===== config.mk =====
export PLATFORM = sky130hd
export DESIGN_NAME = heap_engine_flat
export DESIGN_NICKNAME = d
export VERILOG_FILES = /design/src/common/vde_pkg.sv /design/src/common/heap_mem_if.sv /design/src/common/heap_cmd_if.sv /design/src/heap/heap_engine.sv /design/src/flat_wrapper.sv
export SDC_FILE = /design/constraint.sdc
export NUM_CORES = 1
export LEC_CHECK = 0
export ABC_AREA = 0
export ABC_CLOCK_PERIOD_IN_PS = 10730
export BUFFER_PORTS_ARGS = -buffer_cell sky130_fd_sc_hd__buf_2
export CAP_MARGIN = 20
export CORE_MARGIN = 4
export CORE_UTILIZATION = 55
export CTS_CLUSTER_SIZE = 20
export DETAILED_ROUTE_END_ITERATION = 6
export PLACE_DENSITY = 0.95
export SLEW_MARGIN = 20
export SYNTH_ARGS = -nofsm -noshare
export SYNTH_HDL_FRONTEND = slang
export SYNTH_SLANG_ARGS = --single-unit

===== constraint.sdc =====
create_clock -name clk -period 10.73 [get_ports clk]
set_input_delay 1.6095 -clock clk [delete_from_list [all_inputs] [get_ports clk]]
set_output_delay 1.6095 -clock clk [all_outputs]
set_load 0.005 [all_outputs]

===== src/common/vde_pkg.sv =====
package vde_pkg;

    // ============================
    // Sizes
    // ============================
    localparam int MAX_VARS = 64;
    // Variable numbers run 1..MAX_VARS, so one bit more than a slot address
    localparam int VAR_W    = $clog2(MAX_VARS) + 1;
    localparam int SLOT_W   = $clog2(MAX_VARS);
    localparam int SCORE_W  = 32;

    // Fixed activity step
    localparam logic [SCORE_W-1:0] BUMP_INCREMENT = 32'd10000;

    // ============================
    // Commands and records
    // ============================
    typedef enum logic [2:0] {
        OP_INIT     = 3'd0,
        OP_ASSIGN   = 3'd1,
        OP_UNASSIGN = 3'd2,
        OP_BUMP     = 3'd3,
        OP_DECIDE   = 3'd4
    } op_e;

    typedef struct packed {
        logic [SCORE_W-1:0] score;
        logic [VAR_W-1:0]   var_id;
    } heap_entry_t;

    typedef struct packed {
        logic [VAR_W-1:0] var_id;
        logic             phase;
        logic             empty;
    } decision_t;

endpackage

===== src/common/heap_mem_if.sv =====
`timescale 1ns/1ps
interface heap_mem_if;
    import vde_pkg::*;

    // Read side
    logic [VAR_W-1:0] rd_a, rd_b, rd_c;
    heap_entry_t      ent_a, ent_b, ent_c;
    logic [VAR_W-1:0] pos_var, pos_slot;
    logic             phase_out;

    // Write side takes effect at the clock edge
    logic             swap_en, bump_en, init_en, phase_we;
    logic [VAR_W-1:0] swap_x, swap_y, bump_slot, init_slot, phase_var;
    logic             phase_val;

    modport engine (
        output rd_a, rd_b, rd_c, pos_var,
        output swap_en, swap_x, swap_y, bump_en, bump_slot,
        output init_en, init_slot, phase_we, phase_var, phase_val,
        input  ent_a, ent_b, ent_c, pos_slot, phase_out
    );

    modport store (
        input  rd_a, rd_b, rd_c, pos_var,
        input  swap_en, swap_x, swap_y, bump_en, bump_slot,
        input  init_en, init_slot, phase_we, phase_var, phase_val,
        output ent_a, ent_b, ent_c, pos_slot, phase_out
    );

endinterface


===== src/common/heap_cmd_if.sv =====
`timescale 1ns/1ps
interface heap_cmd_if;
    import vde_pkg::*;

    logic             valid;
    logic             ready;
    op_e              op;
    logic [VAR_W-1:0] var_id;
    logic             value;

    modport intake (
        output valid, op, var_id, value,
        input  ready
    );

    modport engine (
        input  valid, op, var_id, value,
        output ready
    );

endinterface


===== src/heap/heap_engine.sv =====
`timescale 1ns/1ps
module heap_engine (
    input  logic               clk,
    input  logic               reset,
    heap_cmd_if.engine         up,
    heap_mem_if.engine         mem,
    output logic               push,
    output vde_pkg::decision_t result,
    input  logic               full,
    output logic               busy
);
    import vde_pkg::*;

    typedef enum logic [3:0] {
        S_IDLE, S_HIDE, S_DOWN, S_DSWAP, S_LOOK,
        S_UNHIDE, S_BUMP, S_UP, S_USWAP, S_INIT
    } state_e;

    state_e           state;
    logic [VAR_W-1:0] size;
    logic [VAR_W-1:0] cur;
    logic [VAR_W-1:0] nxt;
    logic [VAR_W-1:0] var_q;
    logic             value_q;
    op_e              op_q;

    logic             take;
    logic [VAR_W:0]   left_w, right_w;
    logic [VAR_W-1:0] parent, hole_parent, best;
    heap_entry_t      best_ent;
    logic             up_swap;
    logic             hole_up;

    // Higher score wins, lower variable number breaks a tie
    function automatic logic better(input heap_entry_t a, input heap_entry_t b);
        return (a.score > b.score) || (a.score == b.score && a.var_id < b.var_id);
    endfunction

    assign up.ready = (state == S_IDLE) && !(up.op == OP_DECIDE && full);
    assign take     = up.valid && up.ready;
    assign busy     = (state != S_IDLE);

    // ============================
    // Slot arithmetic and reads
    // ============================
    assign left_w      = {cur, 1'b1};
    assign right_w     = {cur, 1'b0} + (VAR_W+1)'(2);
    assign parent      = (cur - 1'b1) >> 1;
    assign hole_parent = (mem.pos_slot - 1'b1) >> 1;

    always_comb begin
        case (state)
            S_IDLE:  mem.rd_a = '0;
            S_HIDE:  mem.rd_a = size - 1'b1;
            default: mem.rd_a = cur;
        endcase
        case (state)
            S_UP:    mem.rd_b = parent;
            S_HIDE:  mem.rd_b = hole_parent;
            default: mem.rd_b = left_w[VAR_W-1:0];
        endcase
    end
    assign mem.rd_c    = right_w[VAR_W-1:0];
    assign mem.pos_var = var_q;

    // Largest of the node and its live children
    always_comb begin
        best     = cur;
        best_ent = mem.ent_a;
        if (left_w < {1'b0, size} && better(mem.ent_b, best_ent)) begin
            best     = left_w[VAR_W-1:0];
            best_ent = mem.ent_b;
        end
        if (right_w < {1'b0, size} && better(mem.ent_c, best_ent)) begin
            best = right_w[VAR_W-1:0];
        end
    end

    assign up_swap = (cur != '0) && better(mem.ent_a, mem.ent_b);
    // Last entry dropped into the hole may beat the hole's parent
    assign hole_up = (mem.pos_slot != '0) && better(mem.ent_a, mem.ent_b);

    // ============================
    // Store writes
    // ============================
    always_comb begin
        mem.swap_en = 1'b0;
        mem.swap_x  = cur;
        mem.swap_y  = nxt;
        case (state)
            S_HIDE: begin
                mem.swap_en = (mem.pos_slot < size);
                mem.swap_x  = mem.pos_slot;
                mem.swap_y  = size - 1'b1;
            end
            S_UNHIDE: begin
                mem.swap_en = 1'b1;
                mem.swap_y  = size;
            end
            S_DSWAP: mem.swap_en = 1'b1;
            S_USWAP: begin
                mem.swap_en = 1'b1;
                mem.swap_y  = parent;
            end
            default: ;
        endcase
    end

    assign mem.bump_en   = (state == S_BUMP);
    assign mem.bump_slot = cur;
    assign mem.init_en   = (state == S_INIT) && (cur < size);
    assign mem.init_slot = cur;
    assign mem.phase_we  = (state == S_HIDE);
    assign mem.phase_var = var_q;
    assign mem.phase_val = value_q;

    // Decide answers straight from the root
    assign push = take && (up.op == OP_DECIDE);
    always_comb begin
        result.empty  = (size == '0);
        result.var_id = result.empty ? '0 : mem.ent_a.var_id;
        result.phase  = !result.empty && mem.phase_out;
    end

    // ============================
    // FSM
    // ============================
    always_ff @(posedge clk or posedge reset) begin
        if (reset) begin
            state <= S_IDLE;
            size  <= '0;
            cur   <= '0;
        end else begin
            case (state)
                S_IDLE: if (take) begin
                    case (up.op)
                        OP_INIT: begin
                            state <= S_INIT;
                            size  <= up.var_id;
                            cur   <= '0;
                        end
                        OP_ASSIGN:            state <= S_HIDE;
                        OP_UNASSIGN, OP_BUMP: state <= S_LOOK;
                        default:              state <= S_IDLE;
                    endcase
                end
                S_HIDE: if (mem.pos_slot < size) begin
                    size  <= size - 1'b1;
                    cur   <= mem.pos_slot;
                    state <= hole_up ? S_UP : S_DOWN;
                end else begin
                    state <= S_IDLE;
                end
                S_DOWN: if (best != cur) begin
                    nxt   <= best;
                    state <= S_DSWAP;
                end else begin
                    state <= S_IDLE;
                end
                S_DSWAP: begin
                    cur   <= nxt;
                    state <= S_DOWN;
                end
                S_LOOK: begin
                    cur <= mem.pos_slot;
                    if (op_q == OP_BUMP) begin
                        state <= S_BUMP;
                    end else begin
                        state <= (mem.pos_slot >= size) ? S_UNHIDE : S_IDLE;
                    end
                end
                S_UNHIDE: begin
                    cur   <= size;
                    size  <= size + 1'b1;
                    state <= S_UP;
                end
                S_BUMP:  state <= (cur < size) ? S_UP : S_IDLE;
                S_UP:    state <= up_swap ? S_USWAP : S_IDLE;
                S_USWAP: begin
                    cur   <= parent;
                    state <= S_UP;
                end
                S_INIT: if (cur < size) begin
                    cur <= cur + 1'b1;
                end else begin
                    state <= S_IDLE;
                end
                default: state <= S_IDLE;
            endcase
        end
    end

    always_ff @(posedge clk) begin
        if (take) begin
            var_q   <= up.var_id;
            value_q <= up.value;
            op_q    <= up.op;
        end
    end

endmodule


===== src/flat_wrapper.sv =====
// flat-port wrapper written by rule: the top's interface ports become plain ports
module heap_engine_flat import vde_pkg::*;
  (clk, reset, push, result, full, busy, up_valid, up_op, up_var_id, up_value, up_ready, mem_rd_a, mem_rd_b, mem_rd_c, mem_pos_var, mem_swap_en, mem_swap_x, mem_swap_y, mem_bump_en, mem_bump_slot, mem_init_en, mem_init_slot, mem_phase_we, mem_phase_var, mem_phase_val, mem_ent_a, mem_ent_b, mem_ent_c, mem_pos_slot, mem_phase_out);
  heap_cmd_if up_i ();
  heap_mem_if mem_i ();
  input  logic clk;
  input  logic reset;
  output logic push;
  output vde_pkg::decision_t result;
  input  logic full;
  output logic busy;
  input wire logic [$bits(up_i.valid)-1:0] up_valid;
  input wire logic [$bits(up_i.op)-1:0] up_op;
  input wire logic [$bits(up_i.var_id)-1:0] up_var_id;
  input wire logic [$bits(up_i.value)-1:0] up_value;
  output wire logic [$bits(up_i.ready)-1:0] up_ready;
  output wire logic [$bits(mem_i.rd_a)-1:0] mem_rd_a;
  output wire logic [$bits(mem_i.rd_b)-1:0] mem_rd_b;
  output wire logic [$bits(mem_i.rd_c)-1:0] mem_rd_c;
  output wire logic [$bits(mem_i.pos_var)-1:0] mem_pos_var;
  output wire logic [$bits(mem_i.swap_en)-1:0] mem_swap_en;
  output wire logic [$bits(mem_i.swap_x)-1:0] mem_swap_x;
  output wire logic [$bits(mem_i.swap_y)-1:0] mem_swap_y;
  output wire logic [$bits(mem_i.bump_en)-1:0] mem_bump_en;
  output wire logic [$bits(mem_i.bump_slot)-1:0] mem_bump_slot;
  output wire logic [$bits(mem_i.init_en)-1:0] mem_init_en;
  output wire logic [$bits(mem_i.init_slot)-1:0] mem_init_slot;
  output wire logic [$bits(mem_i.phase_we)-1:0] mem_phase_we;
  output wire logic [$bits(mem_i.phase_var)-1:0] mem_phase_var;
  output wire logic [$bits(mem_i.phase_val)-1:0] mem_phase_val;
  input wire logic [$bits(mem_i.ent_a)-1:0] mem_ent_a;
  input wire logic [$bits(mem_i.ent_b)-1:0] mem_ent_b;
  input wire logic [$bits(mem_i.ent_c)-1:0] mem_ent_c;
  input wire logic [$bits(mem_i.pos_slot)-1:0] mem_pos_slot;
  input wire logic [$bits(mem_i.phase_out)-1:0] mem_phase_out;
  assign up_i.valid = up_valid;
  assign up_i.op = up_op;
  assign up_i.var_id = up_var_id;
  assign up_i.value = up_value;
  assign up_ready = up_i.ready;
  assign mem_rd_a = mem_i.rd_a;
  assign mem_rd_b = mem_i.rd_b;
  assign mem_rd_c = mem_i.rd_c;
  assign mem_pos_var = mem_i.pos_var;
  assign mem_swap_en = mem_i.swap_en;
  assign mem_swap_x = mem_i.swap_x;
  assign mem_swap_y = mem_i.swap_y;
  assign mem_bump_en = mem_i.bump_en;
  assign mem_bump_slot = mem_i.bump_slot;
  assign mem_init_en = mem_i.init_en;
  assign mem_init_slot = mem_i.init_slot;
  assign mem_phase_we = mem_i.phase_we;
  assign mem_phase_var = mem_i.phase_var;
  assign mem_phase_val = mem_i.phase_val;
  assign mem_i.ent_a = mem_ent_a;
  assign mem_i.ent_b = mem_ent_b;
  assign mem_i.ent_c = mem_ent_c;
  assign mem_i.pos_slot = mem_pos_slot;
  assign mem_i.phase_out = mem_phase_out;
  heap_engine u_core (.clk(clk), .reset(reset), .up(up_i), .mem(mem_i), .push(push), .result(result), .full(full), .busy(busy));
endmodule

==> reports/qor.txt <==
Hold Buf Count CTS - 0
Post-layout instance area - 0.00700 mm2
FILL cells - 891
Hold Crit Start - u_core.size[5]
WP buf/inv - 3
Footprint of the multi-input gates - 0.00439 mm2
Mapped Cells - 800
Final hold viol count - 0
Largest family of logic cells by synthesized area - compound AO/OA/AOI/OAI gates
Row count - 37
Seq pwr share - 19.6%
Post-CTS Resized - 0
Type of origin of the critical path - primary input
Cell Chain, Critical Path - buf_2, inv_1, ha_1, nand4_1, nor4_1, nand2_1, o211ai_1, nor3b_1, nor2_4, buf_4, nor2_1, a21oi_1, ha_1, nand3_1, nor3_1, nand4_1, a21oi_1, a2111oi_0, o31a_1, a21boi_4, mux2i_1, a22oi_2, nor2_1
Die Width - 111 um
Crit share post-route - 67.3%
Sequential standard cell area - 991 um2
Status - completed
Max-slew violations - 0
Grt total ovfl - 0
Dpl hpwl - 16.8 mm
Worst reg2reg endpoint - u_core.nxt[2]
Setup WS pre-CTS - 3.33 ns
Io pins - 220
CTS Root Cell - clkbuf_8
Via count - 7,008
Sw Share - 54.7%
H-tree Lvls - 2
Die height - 111 um
Synth unique cells - 63
WL/cell - 18.4 um
Worst reg2reg path depth - 22
Post-Synth XOR/XNOR Area - 3.43%
Worst hold-check path type - reg2reg
Worst r2r src - u_core.size[4]
1st-pass router iterations - 6
Compound-cell area share of the yosys netlist - 24.7%
Max cap viols - 0
Simple logic cell fraction of the synthesized area - 21.7%
Layout cells sized above 1 - 24.4%
DIE AREA - 0.0124 mm2
Pleak - 0.00357 uW
Global-route wire length before repair - 32.1 mm
Clock Latency Late Sink - 0.29 ns
DRC violations left - 0
TritonCTS clock tree - built
Core Area - 0.0104 mm2
RSZ-0062 raised after global routing - no
Crit-path max cell delay - 0.55 ns
Yosys warns - 0
Max rail drop VDD - 0.000122 V
Synth Area in Adders - 23.2%
Final Wtd Congestion - 1.02
Final Setup Violations - 0
Hold WS - 0.725 ns
Crit path capture type - register
Cell Area, Synth - 0.00587 mm2
Synth-to-layout area growth - 19.3%
Final WL - 20.5 mm
Worst clock skew - 0.00911 ns
Setup TNS - 0 ns
Post-CTS setup buffer count - 0
Antenna viol nets, final - 0
Synthesized area per cell - 7.34 um2
Top_reg_cell synth - edfxtp_1
Mux contribution to synthesized area - 1.39%
Final worst setup slack - 3.51 ns
Post-synth EDFFs - 18
Vias/cell - 6.28
Nets - 1,228
Clock power share - 5.6%
Flip-flop and latch count after synthesis - 36
PD cells - 237 mW/mm2
Slowest CP cell - buf_4
Clock-pin slew on the worst setup and hold paths - 0.07 ns
Ys async rst share - 50.0%
Crit-path leading delay family - simple AND/OR/NAND/NOR gates
Synth area leader - ha_1
Ant diodes - 0
Clock period minus worst slack - 7.22 ns
Commonest cells in the netlist - ha_1 (109), nor2_1 (102), a21oi_1 (93)
Starting density of the core - 56.6%
Worst slew margin - 41.5%
Area after DPL - 0.00692 mm2
CTS sink cnt - 36
Reg-to-reg slack, setup - 4.42 ns
Ranking of synthesized cells by area - ha_1 (23%), edfxtp_1 (9.2%), a21oi_1 (7.9%), dfrtp_1 (7.7%), nor2_1 (6.5%)
Synthesized Nets - 1,049
WHS Endpoint - u_core.size[5]
Worst-path fanout max - 58
Vias in the first global route - 6,681
Sequential element share of the synthesized area - 16.9%
Initial DRC count - 713
CTS buffer count - 5
Post-synth top area share - 23.2%
CP Data Arrival Time - 7.15 ns
P_sw - 909 uW
Hold depth - 2
Clock buffer depth - 2
Worst-Margin Slew - 0.872 ns
Buffers on Ports - 218
Worst setup path class - in2reg
Logic gate share of total power - 74.8%
Largest net degree at the start of global routing - 59
FMAX - 138 MHz
Initial antenna violation count - 0
Most common cell in the netlist - ha_1
CP Data Required Time - 10.66 ns
Total track usage - 31.4%
P_int - 752 uW
-- power by group through the flow --
stage | logic [uW] | registers (uW) | clock network [uW]
after detailed placement | 1210 | 320 | 0
after floorplan | 897 | 247 | 0
after CTS | 1210 | 317 | 92.1
after global routing | 1370 | 333 | 98.8
final | 1240 | 325 | 92.9
after global placement | 1170 | 318 | 0
-- cell usage in the layout, fill, tap and decap left out, drive strengths merged, types with 9 or more instances in the layout --
| master | n |
|---|---|
| buf | 220 |
| ha | 109 |
| nor2 | 102 |
| a21oi | 93 |
| inv | 68 |
| nand2 | 60 |
| o21ai | 48 |
| nor3 | 20 |
| nand4 | 18 |
| nand3 | 18 |
| xnor2 | 18 |
| dfrtp | 18 |
| edfxtp | 18 |
| a21o | 14 |
| nor2b | 12 |
| a211oi | 10 |
| a22oi | 10 |
| a31oi | 9 |
-- flip-flops by register name (all words and copies together) (netlist names) --
name / cells
u_core.mem.bump_slot: 7
u_core.mem.phase_var: 7
u_core.nxt: 7
u_core.size: 7
u_core.state: 4
u_core.op_q: 3
u_core.mem.phase_val: 1
-- how the worst max path moves through the flow --
stage                             start            end  slack [ns]  cells past startpoint
after floorplan            mem_ent_a[1]  u_core.nxt[0]        4.39                     22
after global placement    mem_ent_a[16]  u_core.nxt[0]        3.69                     23
after detailed placement  mem_ent_a[38]  u_core.nxt[1]        3.33                     23
after CTS                 mem_ent_a[38]  u_core.nxt[1]        3.63                     23
after global routing      mem_ent_a[38]  u_core.nxt[0]        3.10                     23
final                     mem_ent_a[38]  u_core.nxt[2]        3.51                     23
-- tightest hold or removal path, cell delays in order, from the launching register on --
cell and delay [ns]:
dfrtp_1 0.48, o21ai_0 0.12, o21ai_0 0.08
-- routing by layer --
layer	vias to the layer above	GRT usage, %	wire length [um]
li1	3233	-	-
met1	3187	38.7	7670
met2	490	52.6	9590
met3	98	6.44	2320
met4	0	13.9	943
met5	-	0	0
-- final cells by class --
cell class	instances	area share, %
Clock inverter	1	0.0715
Timing Repair Buffer	220	15.8
Clock buffer	7	1.09
Inverter	69	3.70
Multi-Input combinational cell	647	62.7
Sequential cell	36	14.2
Tap cell	136	2.43
-- metrics by stage --
stage / std cells / utilization [%] / power [uW]
final: 1116 / 67.5 / 1660
after global routing: 1116 / 67.5 / 1800
after CTS: 1116 / 67.5 / 1620
after detailed placement: 1108 / 66.7 / 1530
after global placement: 1108 / 66.7 / 1480
after floorplan: 800 / - / 1140
-- cells by family after synthesis --
kind of cell	count (synthesis)
and+or+nand+nor	271
AOI/OAI and AO/OA	235
buffers and inverters	117
adders and majority gates	109
DFF	36
xor gates and xnor gates	23
muxes	8
other	1
Power figures use the tool's default switching activity.
