--- src/common/vde_pkg.sv ---
package vde_pkg;

    // ============================
    // Sizes
    // ============================
    localparam int MAX_VARS = 64;
    // Variable numbers run 1..MAX_VARS, so one bit more than a slot address
    localparam int VAR_W    = $clog2(MAX_VARS) + 1;
    localparam int SLOT_W   = $clog2(MAX_VARS);
    localparam int SCORE_W  = 32;

    // Fixed activity step
    localparam logic [SCORE_W-1:0] BUMP_INCREMENT = 32'd10000;

    // ============================
    // Commands and records
    // ============================
    typedef enum logic [2:0] {
        OP_INIT     = 3'd0,
        OP_ASSIGN   = 3'd1,
        OP_UNASSIGN = 3'd2,
        OP_BUMP     = 3'd3,
        OP_DECIDE   = 3'd4
    } op_e;

    typedef struct packed {
        logic [SCORE_W-1:0] score;
        logic [VAR_W-1:0]   var_id;
    } heap_entry_t;

    typedef struct packed {
        logic [VAR_W-1:0] var_id;
        logic             phase;
        logic             empty;
    } decision_t;

endpackage
--- src/design/decision_fifo.sv ---
`timescale 1ns/1ps
module decision_fifo (
    input  logic                       clk,
    input  logic                       reset,
    input  logic                       push,
    input  vde_pkg::decision_t         din,
    output logic                       full,
    output logic                       dec_valid,
    output logic [vde_pkg::VAR_W-1:0]  dec_var,
    output logic                       dec_phase,
    output logic                       dec_empty,
    input  logic                       dec_ready
);
    import vde_pkg::*;

    decision_t  slots [2];
    decision_t  head;
    logic       wr_ptr, rd_ptr;
    logic [1:0] count;
    logic       do_push, do_pop;

    assign full      = (count == 2'd2);
    assign dec_valid = (count != 2'd0);
    assign do_push   = push && !full;
    assign do_pop    = dec_valid && dec_ready;

    // Head entry onto the output ports
    assign head      = slots[rd_ptr];
    assign dec_var   = head.var_id;
    assign dec_phase = head.phase;
    assign dec_empty = head.empty;

    always_ff @(posedge clk or posedge reset) begin
        if (reset) begin
            wr_ptr <= 1'b0;
            rd_ptr <= 1'b0;
            count  <= 2'd0;
        end else begin
            if (do_push) wr_ptr <= !wr_ptr;
            if (do_pop)  rd_ptr <= !rd_ptr;
            count <= count + {1'b0, do_push} - {1'b0, do_pop};
        end
    end

    always_ff @(posedge clk) begin
        if (do_push) begin
            slots[wr_ptr] <= din;
        end
    end

endmodule

--- config.mk ---
export PLATFORM = sky130hd
export DESIGN_NAME = decision_fifo
export DESIGN_NICKNAME = d
export VERILOG_FILES = /design/src/common/vde_pkg.sv /design/src/design/decision_fifo.sv
export SDC_FILE = /design/constraint.sdc
export NUM_CORES = 1
export LEC_CHECK = 0
export ABC_CLOCK_PERIOD_IN_PS = 1950
export BUFFER_PORTS_ARGS = -buffer_cell sky130_fd_sc_hd__buf_2
export CORE_ASPECT_RATIO = 0.8
export CORE_MARGIN = 2
export CORE_UTILIZATION = 52
export CTS_BUF_LIST = sky130_fd_sc_hd__clkbuf_2
export CTS_CLUSTER_DIAMETER = 200
export DETAILED_ROUTE_END_ITERATION = 7
export PLACE_DENSITY_LB_ADDON = 0.15
export SYNTH_ARGS = -nofsm -noshare
export SYNTH_HDL_FRONTEND = slang
export SYNTH_SLANG_ARGS = --single-unit
--- constraint.sdc ---
create_clock -name clk -period 1.95 [get_ports clk]
set_input_delay 0.2925 -clock clk [delete_from_list [all_inputs] [get_ports clk]]
set_output_delay 0.2925 -clock clk [all_outputs]
set_load 0.01 [all_outputs]
==> metrics.yaml, run 1 <==
clk_pin_slew_ps: 180
fill_cells: 128
post-route-min-period_ps: 1750
cp.arrival_ps: 1450
hp-class: "in -> reg"
fin_worst_skew_ps: 0.463
relSlewSlack: 0.725
syn-num-nets: 62
htree_num_levels: 1
cts.sinks: 22
rsz0062_at_grt: "false"
nets: 91
final_cell_mix: "buf_2, edfxtp_1, mux2_2"
drv_cap: 0
setup_ws_ps: 204
grt_max_degree: 13
ys_ff_latch: 22
drt_iter0_drc: 1
end_kind: "primary output"
final_common_cell: "buf_2"
vias_per_cell: 4.69
synth.distinct_cells: 14
root_buffer: "clkbuf_2"
drcViolationCount: 0
holdBufCountCts: 1
finalWirelength_mm: 1.12
cts_tree: "built"
die_w_um: 49.4
synth_area_per_cell_um2: 18.2
syn_to_final_growth_pct: 20.5
cp_max_fo: 10
synth_area_um2: 856
setup_viol: 0
grt_pass1_wl_mm: 1.59
max_freq_mhz: 573
antenna_cells: 0
cts_setup_buffers: 0
row_count: 13
grt_pass1_vias: 358
die_height_um: 40.3
synth_cells: 47
tightest_slew_ps: 413
grt-ovfl-total: 0
insertion_delay_ps: 300
cts_inserted_buffers: 3
drt-pass1-iter-count: 2
vias: 455
track_usage: 0.118
dp_cells: 92
antenna_found_initial: 0
critPathRequiredTime_ps: 1660
slew_violations: 0
ys_seq_area_frac: 0.749
worstSetupPathType: "reg -> out"
tns_ps: 0
final_cells: 97
status: "complete, no violations"
post-place-ws_ps: 268
ant_nets: 0
hold_violations: 0
pin_count: 24
power.density_nw_per_um2: 1370
p_leak_uw: 0.000431
fp.coreArea_um2: 1580
critPathLaunchType: "flip-flop"
yosys_warnings: 0
hpwl_um: 827
ir_drop_mv: 0.825
clock_path_buffers: 2
layout-drive-gt1-share: 0.520
ctsResizeCount: 0
initial_core_util: 0.542
gp_congestion: 0.625
dieArea_um2: 1990
avgRoutedWirePerCell_um: 11.6
place.port_buffers: 23
finalCritPeriodShare: 0.895
-- worst max-delay path: stages (launching register included) --
cell and delay, ps:
dfrtp_1 630, mux2_2 390, buf_2 140
-- synth_stat cells --
master / count / share of area
and3_1: 1 / 0.0073
xor2_1: 1 / 0.010
ha_1: 2 / 0.029
and2_4: 1 / 0.010
buf_2: 1 / 0.0058
xnor2_1: 3 / 0.031
mux2_2: 9 / 0.12
dfrtp_1: 4 / 0.12
nand2_1: 1 / 0.0044
edfxtp_1: 18 / 0.63
inv_1: 3 / 0.013
or2_4: 1 / 0.010
nor2_1: 1 / 0.0044
nand2b_1: 1 / 0.0073
-- kinds of logic (layout without fill, tap and decap cells) --
| kind of cell | count (synthesis) | after routing | synth area share |
|---|---|---|---|
| adder cells (fa/ha/maj) | 2 | 2 | 0.0292 |
| AND/OR/NAND/NOR | 6 | 6 | 0.0439 |
| buffers and inverters | 4 | 32 | 0.0190 |
| XOR/XNOR | 4 | 4 | 0.0409 |
| flip-flops | 22 | 22 | 0.749 |
| multiplexers | 9 | 9 | 0.118 |
-- flip-flops by register name (all words and copies together) (netlist names) --
name and cells:
rd_ptr 1, count 2, slots 18, wr_ptr 1
-- power by group --
group,switching (µW),total [µW],internal (µW)
logic,229,498,270
clock network,121,175,54.3
registers,80.5,735,654
total,430,1410,979
-- worst paths after layout --
| check | from | to | slack (ps) | cells past startpoint |
|---|---|---|---|---|
| max | rd_ptr$_DFFE_PP0P_ | dec_var[5] | 200 | 2 |
| min | din[0] | slots[0][0]$_DFFE_PP_ | 160 | 1 |
| max reg2reg | count[1]$_DFF_PP0_ | count[1]$_DFF_PP0_ | 240 | 7 |
| min reg2reg | wr_ptr$_DFFE_PP0N_ | wr_ptr$_DFFE_PP0N_ | 520 | 1 |
| max in group asynchronous | reset | wr_ptr$_DFFE_PP0N_ | 1420 | 3 |
| min in group asynchronous | reset | rd_ptr$_DFFE_PP0P_ | 380 | 3 |
-- through the flow --
step                utilization  instance area (µm²)  power [µW]  hold WS (ps)
floorplan                     -                  856        1080          58.6
global placement          0.634                 1000        1250           184
detailed placement        0.634                 1000        1250           186
CTS                       0.653                 1030        1430           148
global route              0.653                 1030        1500           127
finish                    0.653                 1030        1410           163
-- metal layers --
metal,GRT usage,share of wire
met1,0.148,0.43
met2,0.203,0.51
met3,0.0336,0.061
met4,0.0429,0
met5,0,0
-- cell type report --
cell class / count / area (µm²) / share of cell area
flip-flops and latches: 22 / 641 / 0.621
clock buffers: 4 / 20.0 / 0.0194
inverters: 3 / 11.3 / 0.0109
multi-input cells: 21 / 199 / 0.193
well taps: 22 / 27.5 / 0.0267
repair buffers: 25 / 133 / 0.129
No activity file was read; power rests on OpenSTA's default activity.
==> run 2: changes to the inputs <==
--- a/config.mk
+++ b/config.mk
@@ -5,11 +5,12 @@
 export SDC_FILE = /design/constraint.sdc
 export NUM_CORES = 1
 export LEC_CHECK = 0
+export ABC_AREA = 1
 export ABC_CLOCK_PERIOD_IN_PS = 1950
 export BUFFER_PORTS_ARGS = -buffer_cell sky130_fd_sc_hd__buf_2
 export CORE_ASPECT_RATIO = 0.8
 export CORE_MARGIN = 2
-export CORE_UTILIZATION = 52
+export CORE_UTILIZATION = 53
 export CTS_BUF_LIST = sky130_fd_sc_hd__clkbuf_2
 export CTS_CLUSTER_DIAMETER = 200
 export DETAILED_ROUTE_END_ITERATION = 7
==> run 2 against run 1 <==
Against the previous run: critical path depth increased by 2; cell count increased by 34%; maximum frequency increased by 3.8%; clock-buffer cell count unchanged; routed wire length increased by 26%; critical path type unchanged; critical endpoint is now dec_var[0].
==> metrics.yaml, run 2 <==
relSlewSlack: 0.733  # was 0.725
seq_area_um2: 641  # unchanged
setup_ws_ps: 268  # was 204 ps
avgRoutedWirePerCell_um: 10.9  # was 11.6 µm
fp.coreArea_um2: 1610  # was 1580 µm²
htree_num_levels: 1  # unchanged
critical-path-slowest-cell: "dfrtp_1"  # unchanged
ys_top_cells_by_count: "nand2_1, edfxtp_1, inv_1, dfrtp_1, nand3_1"  # was edfxtp_1, mux2_2, dfrtp_1, inv_1, xnor2_1
cp.arrival_ps: 1390  # was 1450 ps
place.port_buffers: 23  # unchanged
max_freq_mhz: 595  # was 573 MHz
critPathLaunchType: "flip-flop"  # unchanged
fill_cells: 135  # was 128
yosys-top-cells-area: "edfxtp_1, nand2_1, dfrtp_1"  # was edfxtp_1, mux2_2, dfrtp_1
ant_nets: 0  # unchanged
root_buffer: "clkbuf_2"  # unchanged
syn-num-nets: 95  # was 62
initial_core_util: 0.554  # was 0.542
ctsResizeCount: 0  # unchanged
antenna_found_initial: 0  # unchanged
nets: 124  # was 91
post-route-min-period_ps: 1680  # was 1750 ps
track_usage: 0.157  # was 0.118
power.density_nw_per_um2: 1360  # was 1370 nW/µm²
tns_ps: 0  # unchanged
synth_edf_count: 18  # unchanged
syn_to_final_growth_pct: 18.9  # was 20.5%
cp_max_fo: 11  # was 10
grt_pass1_vias: 494  # was 358
pin_count: 24  # unchanged
drv_cap: 0  # unchanged
final_cell_mix: "nand2_1, buf_2, edfxtp_1"  # was buf_2, edfxtp_1, mux2_2
finalCritPeriodShare: 0.863  # was 0.895
ys_seq_area_frac: 0.718  # was 0.749
vias_per_cell: 4.52  # was 4.69
drt-pass1-iter-count: 4  # was 2
gp_congestion: 0.833  # was 0.625
yosys_warnings: 0  # unchanged
row_count: 13  # unchanged
async_flop_share: 0.182  # unchanged
p_int_uw: 907  # was 979 µW
fin_worst_skew_ps: 0.992  # was 0.463 ps
drcViolationCount: 0  # unchanged
seqPwrFrac: 0.498  # was 0.522
synth_area_um2: 892  # was 856 µm²
largest-register: "slots"  # unchanged
antenna_cells: 0  # unchanged
grt_max_degree: 13  # unchanged
end_kind: "primary output"  # unchanged
yosysTopAreaCell: "edfxtp_1"  # unchanged
r2r_setup_slack_ps: 520  # was 240 ps
power_uw: 1440  # was 1410 µW
worstSetupPathType: "reg -> out"  # unchanged
yosysTopAreaCellShare: 0.606  # was 0.632
tightest_slew_ps: 400  # was 413 ps
combPwrFrac: 0.380  # was 0.354
multi_input_area_um2: 199  # unchanged
max_stage_delay_ps: 610  # was 630 ps
whs_ps: 160  # was 163 ps
grt-ovfl-total: 0  # unchanged
path_cells: "inv_2, nand2_1, nand2_1, buf_2"  # was mux2_2, buf_2
finalWirelength_mm: 1.42  # was 1.12 mm
die_w_um: 49.9  # was 49.4 µm
grt_pass1_wl_mm: 2.16  # was 1.59 mm
swShare: 0.371  # was 0.305
power_switching_uw: 534  # was 430 µW
synth.most_common_cell: "nand2_1"  # was edfxtp_1
path_common_cell: "nand2_1"
synthFlopType: "edfxtp_1"  # unchanged
dieArea_um2: 2030  # was 1990 µm²
top_regs: "slots (18), count (2)"  # unchanged
critPathRequiredTime_ps: 1660  # about the same
crit_family: "flip-flops"  # unchanged
vias: 587  # was 455
synth.distinct_cells: 10  # was 14
drt_iter0_drc: 16  # was 1
cts.sinks: 22  # unchanged
final_common_cell: "nand2_1"  # was buf_2
power.share.clock: 0.122  # was 0.125
hp-class: "in -> reg"  # unchanged
rsz0062_at_grt: "false"  # unchanged
slew_violations: 0  # unchanged
insertion_delay_ps: 300  # about the same
ys_ff_latch: 22  # unchanged
cts_inserted_buffers: 3  # unchanged
post-place-ws_ps: 526  # was 268 ps
ir_drop_mv: 0.754  # was 0.825 mV
cts_tree: "built"  # unchanged
setup_viol: 0  # unchanged
layout-drive-gt1-share: 0.287  # was 0.520
status: "complete, no violations"  # unchanged
largest_reg_flops: 18  # unchanged
die_height_um: 40.7  # was 40.3 µm
clk_pin_slew_ps: 180  # about the same
hold_violations: 0  # unchanged
p_leak_uw: 0.000533  # was 0.000431 µW
synth_cells: 80  # was 47
clock_path_buffers: 2  # unchanged
fin_util: 0.659  # was 0.653
path_buf_inv: 2  # was 1
hpwl_mm: 1.01  # was 827 µm
synth_area_per_cell_um2: 11.2  # was 18.2 µm²
[run 2: changes by cell type after synthesis, sizes merged, moves of 3 or more]
cell	before	now
inv	3	11
mux2	9	0
nand2	1	40
nand3	0	3
xnor2	3	0
[run 2: timing repair]
item | CTS | global route
setup buffers | 0 | 0
hold endpoints to repair | 4 | 0
hold buffers | 1 | 0
[run 2: final timing paths]
| kind | from | to | cells after the start |
|---|---|---|---|
| worst max-delay path | rd_ptr$_DFFE_PP0P_ | dec_var[0] | 4 |
| worst min-delay path | din[2] | slots[0][2]$_DFFE_PP_ | 1 |
| worst max register to register | count[0]$_DFF_PP0_ | slots[1][2]$_DFFE_PP_ | 5 |
| worst min register to register | wr_ptr$_DFFE_PP0N_ | wr_ptr$_DFFE_PP0N_ | 2 |
| max in group asynchronous | reset | wr_ptr$_DFFE_PP0N_ | 3 |
| min in group asynchronous | reset | count[1]$_DFF_PP0_ | 3 |
[run 2: cell families (layout without fill, tap and decap cells)]
family        Yosys count  in the layout  share of synthesized area
flops                  22             22                      0.718
fa+ha+maj               2              2                     0.0280
buf+inv                12             40                     0.0589
simple gates           44             44                      0.195
[run 2: final cells by class]
cell class | count | share of cell area
Clock buffer | 4 | 0.0189
Inverter | 11 | 0.0389
Multi-Input combinational cell | 46 | 0.187
Sequential cell | 22 | 0.604
Tap cell | 22 | 0.0259
Timing Repair Buffer | 25 | 0.125
[run 2: layer usage]
metal,GRT usage,wire length [µm],up-vias,part of all wire
met3,0.0547,61,2,0.043
met1,0.191,666,257,0.47
met4,0.0625,12,0,0.0085
met5,0,0,-,0
met2,0.267,675,17,0.48
li1,-,-,311,-
[run 2: per-stage QoR]
stage | cells | instance area (µm²)
3_3_place_gp | 125 | 1030
6_report | 130 | 1060
4_1_cts | 130 | 1060
3_5_place_dp | 125 | 1030
2_1_floorplan | 80 | 892
5_1_grt | 130 | 1060
[run 2: power groups by stage]
stage               Combinational, µW  Sequential [µW]  Clock, µW
floorplan                         393              697          0
global placement                  539              727          0
detailed placement                555              733          0
CTS                               556              720        184
global route                      637              734        196
finish                            548              718        175
==> run 3: changes to the inputs <==
--- a/config.mk
+++ b/config.mk
@@ -5,14 +5,14 @@
 export SDC_FILE = /design/constraint.sdc
 export NUM_CORES = 1
 export LEC_CHECK = 0
-export ABC_AREA = 1
 export ABC_CLOCK_PERIOD_IN_PS = 1950
 export BUFFER_PORTS_ARGS = -buffer_cell sky130_fd_sc_hd__buf_2
 export CORE_ASPECT_RATIO = 0.8
 export CORE_MARGIN = 2
-export CORE_UTILIZATION = 53
+export CORE_UTILIZATION = 37
 export CTS_BUF_LIST = sky130_fd_sc_hd__clkbuf_2
 export CTS_CLUSTER_DIAMETER = 200
+export CTS_CLUSTER_SIZE = 24
 export DETAILED_ROUTE_END_ITERATION = 7
 export PLACE_DENSITY_LB_ADDON = 0.15
 export SYNTH_ARGS = -nofsm -noshare
==> run 3 against run 2 <==
Against the previous run: core utilization is 18 points lower; clock power hardly changed; first-iteration DRC count is 56% lower; power is 1.0% lower; maximum frequency is 6.2% lower; routed wire length is 14% lower; clock skew is 2.1 ps higher; clock-buffer cell count stayed put; sequential cell count stayed put; sequential power is 3% higher; cell area is 1.8% lower; highest routed layer unchanged.
==> metrics.yaml, run 3 (synthesized netlist as in run 1, its figures left out) <==
status: "complete, no violations"  # unchanged
setup_viol: 0  # unchanged
fin_worst_skew_ps: 3.14  # was 0.992 ps
row_count: 15  # was 13
path_cells: "mux2_2, buf_2"  # was inv_2, nand2_1, nand2_1, buf_2
fill_cells: 197  # was 135
fp.coreArea_um2: 2180  # was 1610 µm²
hp-class: "in -> reg"  # unchanged
clk_pin_slew_ps: 190  # was 180 ps
antenna_cells: 0  # unchanged
grt-ovfl-total: 0  # unchanged
drt-pass1-iter-count: 4  # unchanged
nets: 92  # was 124
gp_congestion: 0.648  # was 0.833
avgRoutedWirePerCell_um: 12.1  # was 10.9 µm
insertion_delay_ps: 300  # about the same
post-place-ws_ps: 291  # was 526 ps
drcViolationCount: 0  # unchanged
initial_core_util: 0.393  # was 0.554
crit_family: "flip-flops"  # unchanged
max_stage_delay_ps: 660  # was 610 ps
cts_tree: "built"  # unchanged
grt_pass1_vias: 412  # was 494
critPathRequiredTime_ps: 1660  # about the same
power.density_nw_per_um2: 1370  # was 1360 nW/µm²
dieArea_um2: 2720  # was 2030 µm²
multi_input_area_um2: 199  # unchanged
critical-path-slowest-cell: "dfrtp_1"  # unchanged
holdBufCountCts: 1  # unchanged
cp_max_fo: 10  # was 11
final_cell_mix: "buf_2, edfxtp_1, mux2_2"  # was nand2_1, buf_2, edfxtp_1
post-route-min-period_ps: 1790  # was 1680 ps
power_uw: 1430  # was 1440 µW
worstSetupPathType: "reg -> out"  # unchanged
layout-drive-gt1-share: 0.526  # was 0.287
setup_ws_ps: 157  # was 268 ps
ctsResizeCount: 0  # unchanged
place.port_buffers: 23  # unchanged
tns_ps: 0  # unchanged
clock_path_buffers: 2  # unchanged
cp.arrival_ps: 1500  # was 1390 ps
hold_violations: 0  # unchanged
path_buf_inv: 1  # was 2
end_kind: "primary output"  # unchanged
grt_pass1_wl_mm: 1.93  # was 2.16 mm
top_regs: "slots (18), count (2)"  # unchanged
ant_nets: 0  # unchanged
die_height_um: 47.0  # was 40.7 µm
tightest_slew_ps: 459  # was 400 ps
ir_drop_mv: 0.594  # was 0.754 mV
cts_setup_buffers: 0  # unchanged
drv_cap: 0  # unchanged
syn_to_final_growth_pct: 21.8  # was 18.9%
critPathLaunchType: "flip-flop"  # unchanged
largest-register: "slots"  # unchanged
root_buffer: "clkbuf_2"  # unchanged
finalWirelength_mm: 1.22  # was 1.42 mm
relSlewSlack: 0.694  # was 0.733
cts_inserted_buffers: 3  # unchanged
die_w_um: 57.8  # was 49.9 µm
grt_max_degree: 13  # unchanged
rsz0062_at_grt: "false"  # unchanged
vias_per_cell: 4.46  # was 4.52
largest_reg_flops: 18  # unchanged
max_freq_mhz: 558  # was 595 MHz
vias: 450  # was 587
slew_violations: 0  # unchanged
pin_count: 24  # unchanged
track_usage: 0.104  # was 0.157
antenna_found_initial: 0  # unchanged
drt_iter0_drc: 7  # was 16
cts.sinks: 22  # unchanged
seq_area_um2: 641  # unchanged
final_common_cell: "buf_2"  # was nand2_1
finalCritPeriodShare: 0.920  # was 0.863
p_leak_uw: 0.000436  # was 0.000533 µW
htree_num_levels: 1  # unchanged
-- run 3: cell types whose count changed in the layout (fill, tap and decap cells not counted), moves of 2 or more --
cell / change
xnor2_1: +3
mux2_2: +9
nand2_1: -37
inv_1: -7
nand2_2: -2
nand3_1: -3
-- run 3: path summary, 6_finish.rpt --
kind	from	endpoint	slack [ps]	cells after the start
worst max-delay path	rd_ptr$_DFFE_PP0P_	dec_var[4]	160	2
worst min-delay path	din[0]	slots[0][0]$_DFFE_PP_	160	1
worst max register to register	count[1]$_DFF_PP0_	count[1]$_DFF_PP0_	240	7
worst min register to register	wr_ptr$_DFFE_PP0N_	wr_ptr$_DFFE_PP0N_	510	1
max in group asynchronous	reset	wr_ptr$_DFFE_PP0N_	1430	3
min in group asynchronous	reset	count[1]$_DFF_PP0_	370	3
-- run 3: metrics by stage --
step	hold slack, ps	area, µm²	cells	util
detailed placement	185	1010	96	0.465
global placement	186	1010	96	0.465
floorplan	58.6	856	47	-
CTS	131	1040	101	0.479
global route	94.2	1040	101	0.479
finish	159	1040	101	0.479
-- run 3: power breakdown --
part	switching [µW]	internal, µW
clock network	124	54.3
registers	82.3	654
logic	232	279
-- run 3: worst reg2reg max path: stages (launching register included) --
cell     delay [ps]
dfrtp_1         440
or2_4           250
and2_4          160
ha_1            270
inv_1            40
ha_1            180
xnor2_1         180
xnor2_1         140
-- run 3: layout make-up --
cell class / count / area share
Sequential cell: 22 / 0.615
Timing Repair Buffer: 26 / 0.134
Clock buffer: 4 / 0.0192
Inverter: 3 / 0.0108
Multi-Input combinational cell: 21 / 0.191
Tap cell: 25 / 0.0300
-- run 3: metal layers --
layer  global-route usage  vias up  part of all wire
met4               0.0419        0            0.0098
met1                0.120      205              0.44
met5                    0        -                 0
li1                     -      229                 -
met3               0.0634        2             0.069
met2                0.159       14              0.48
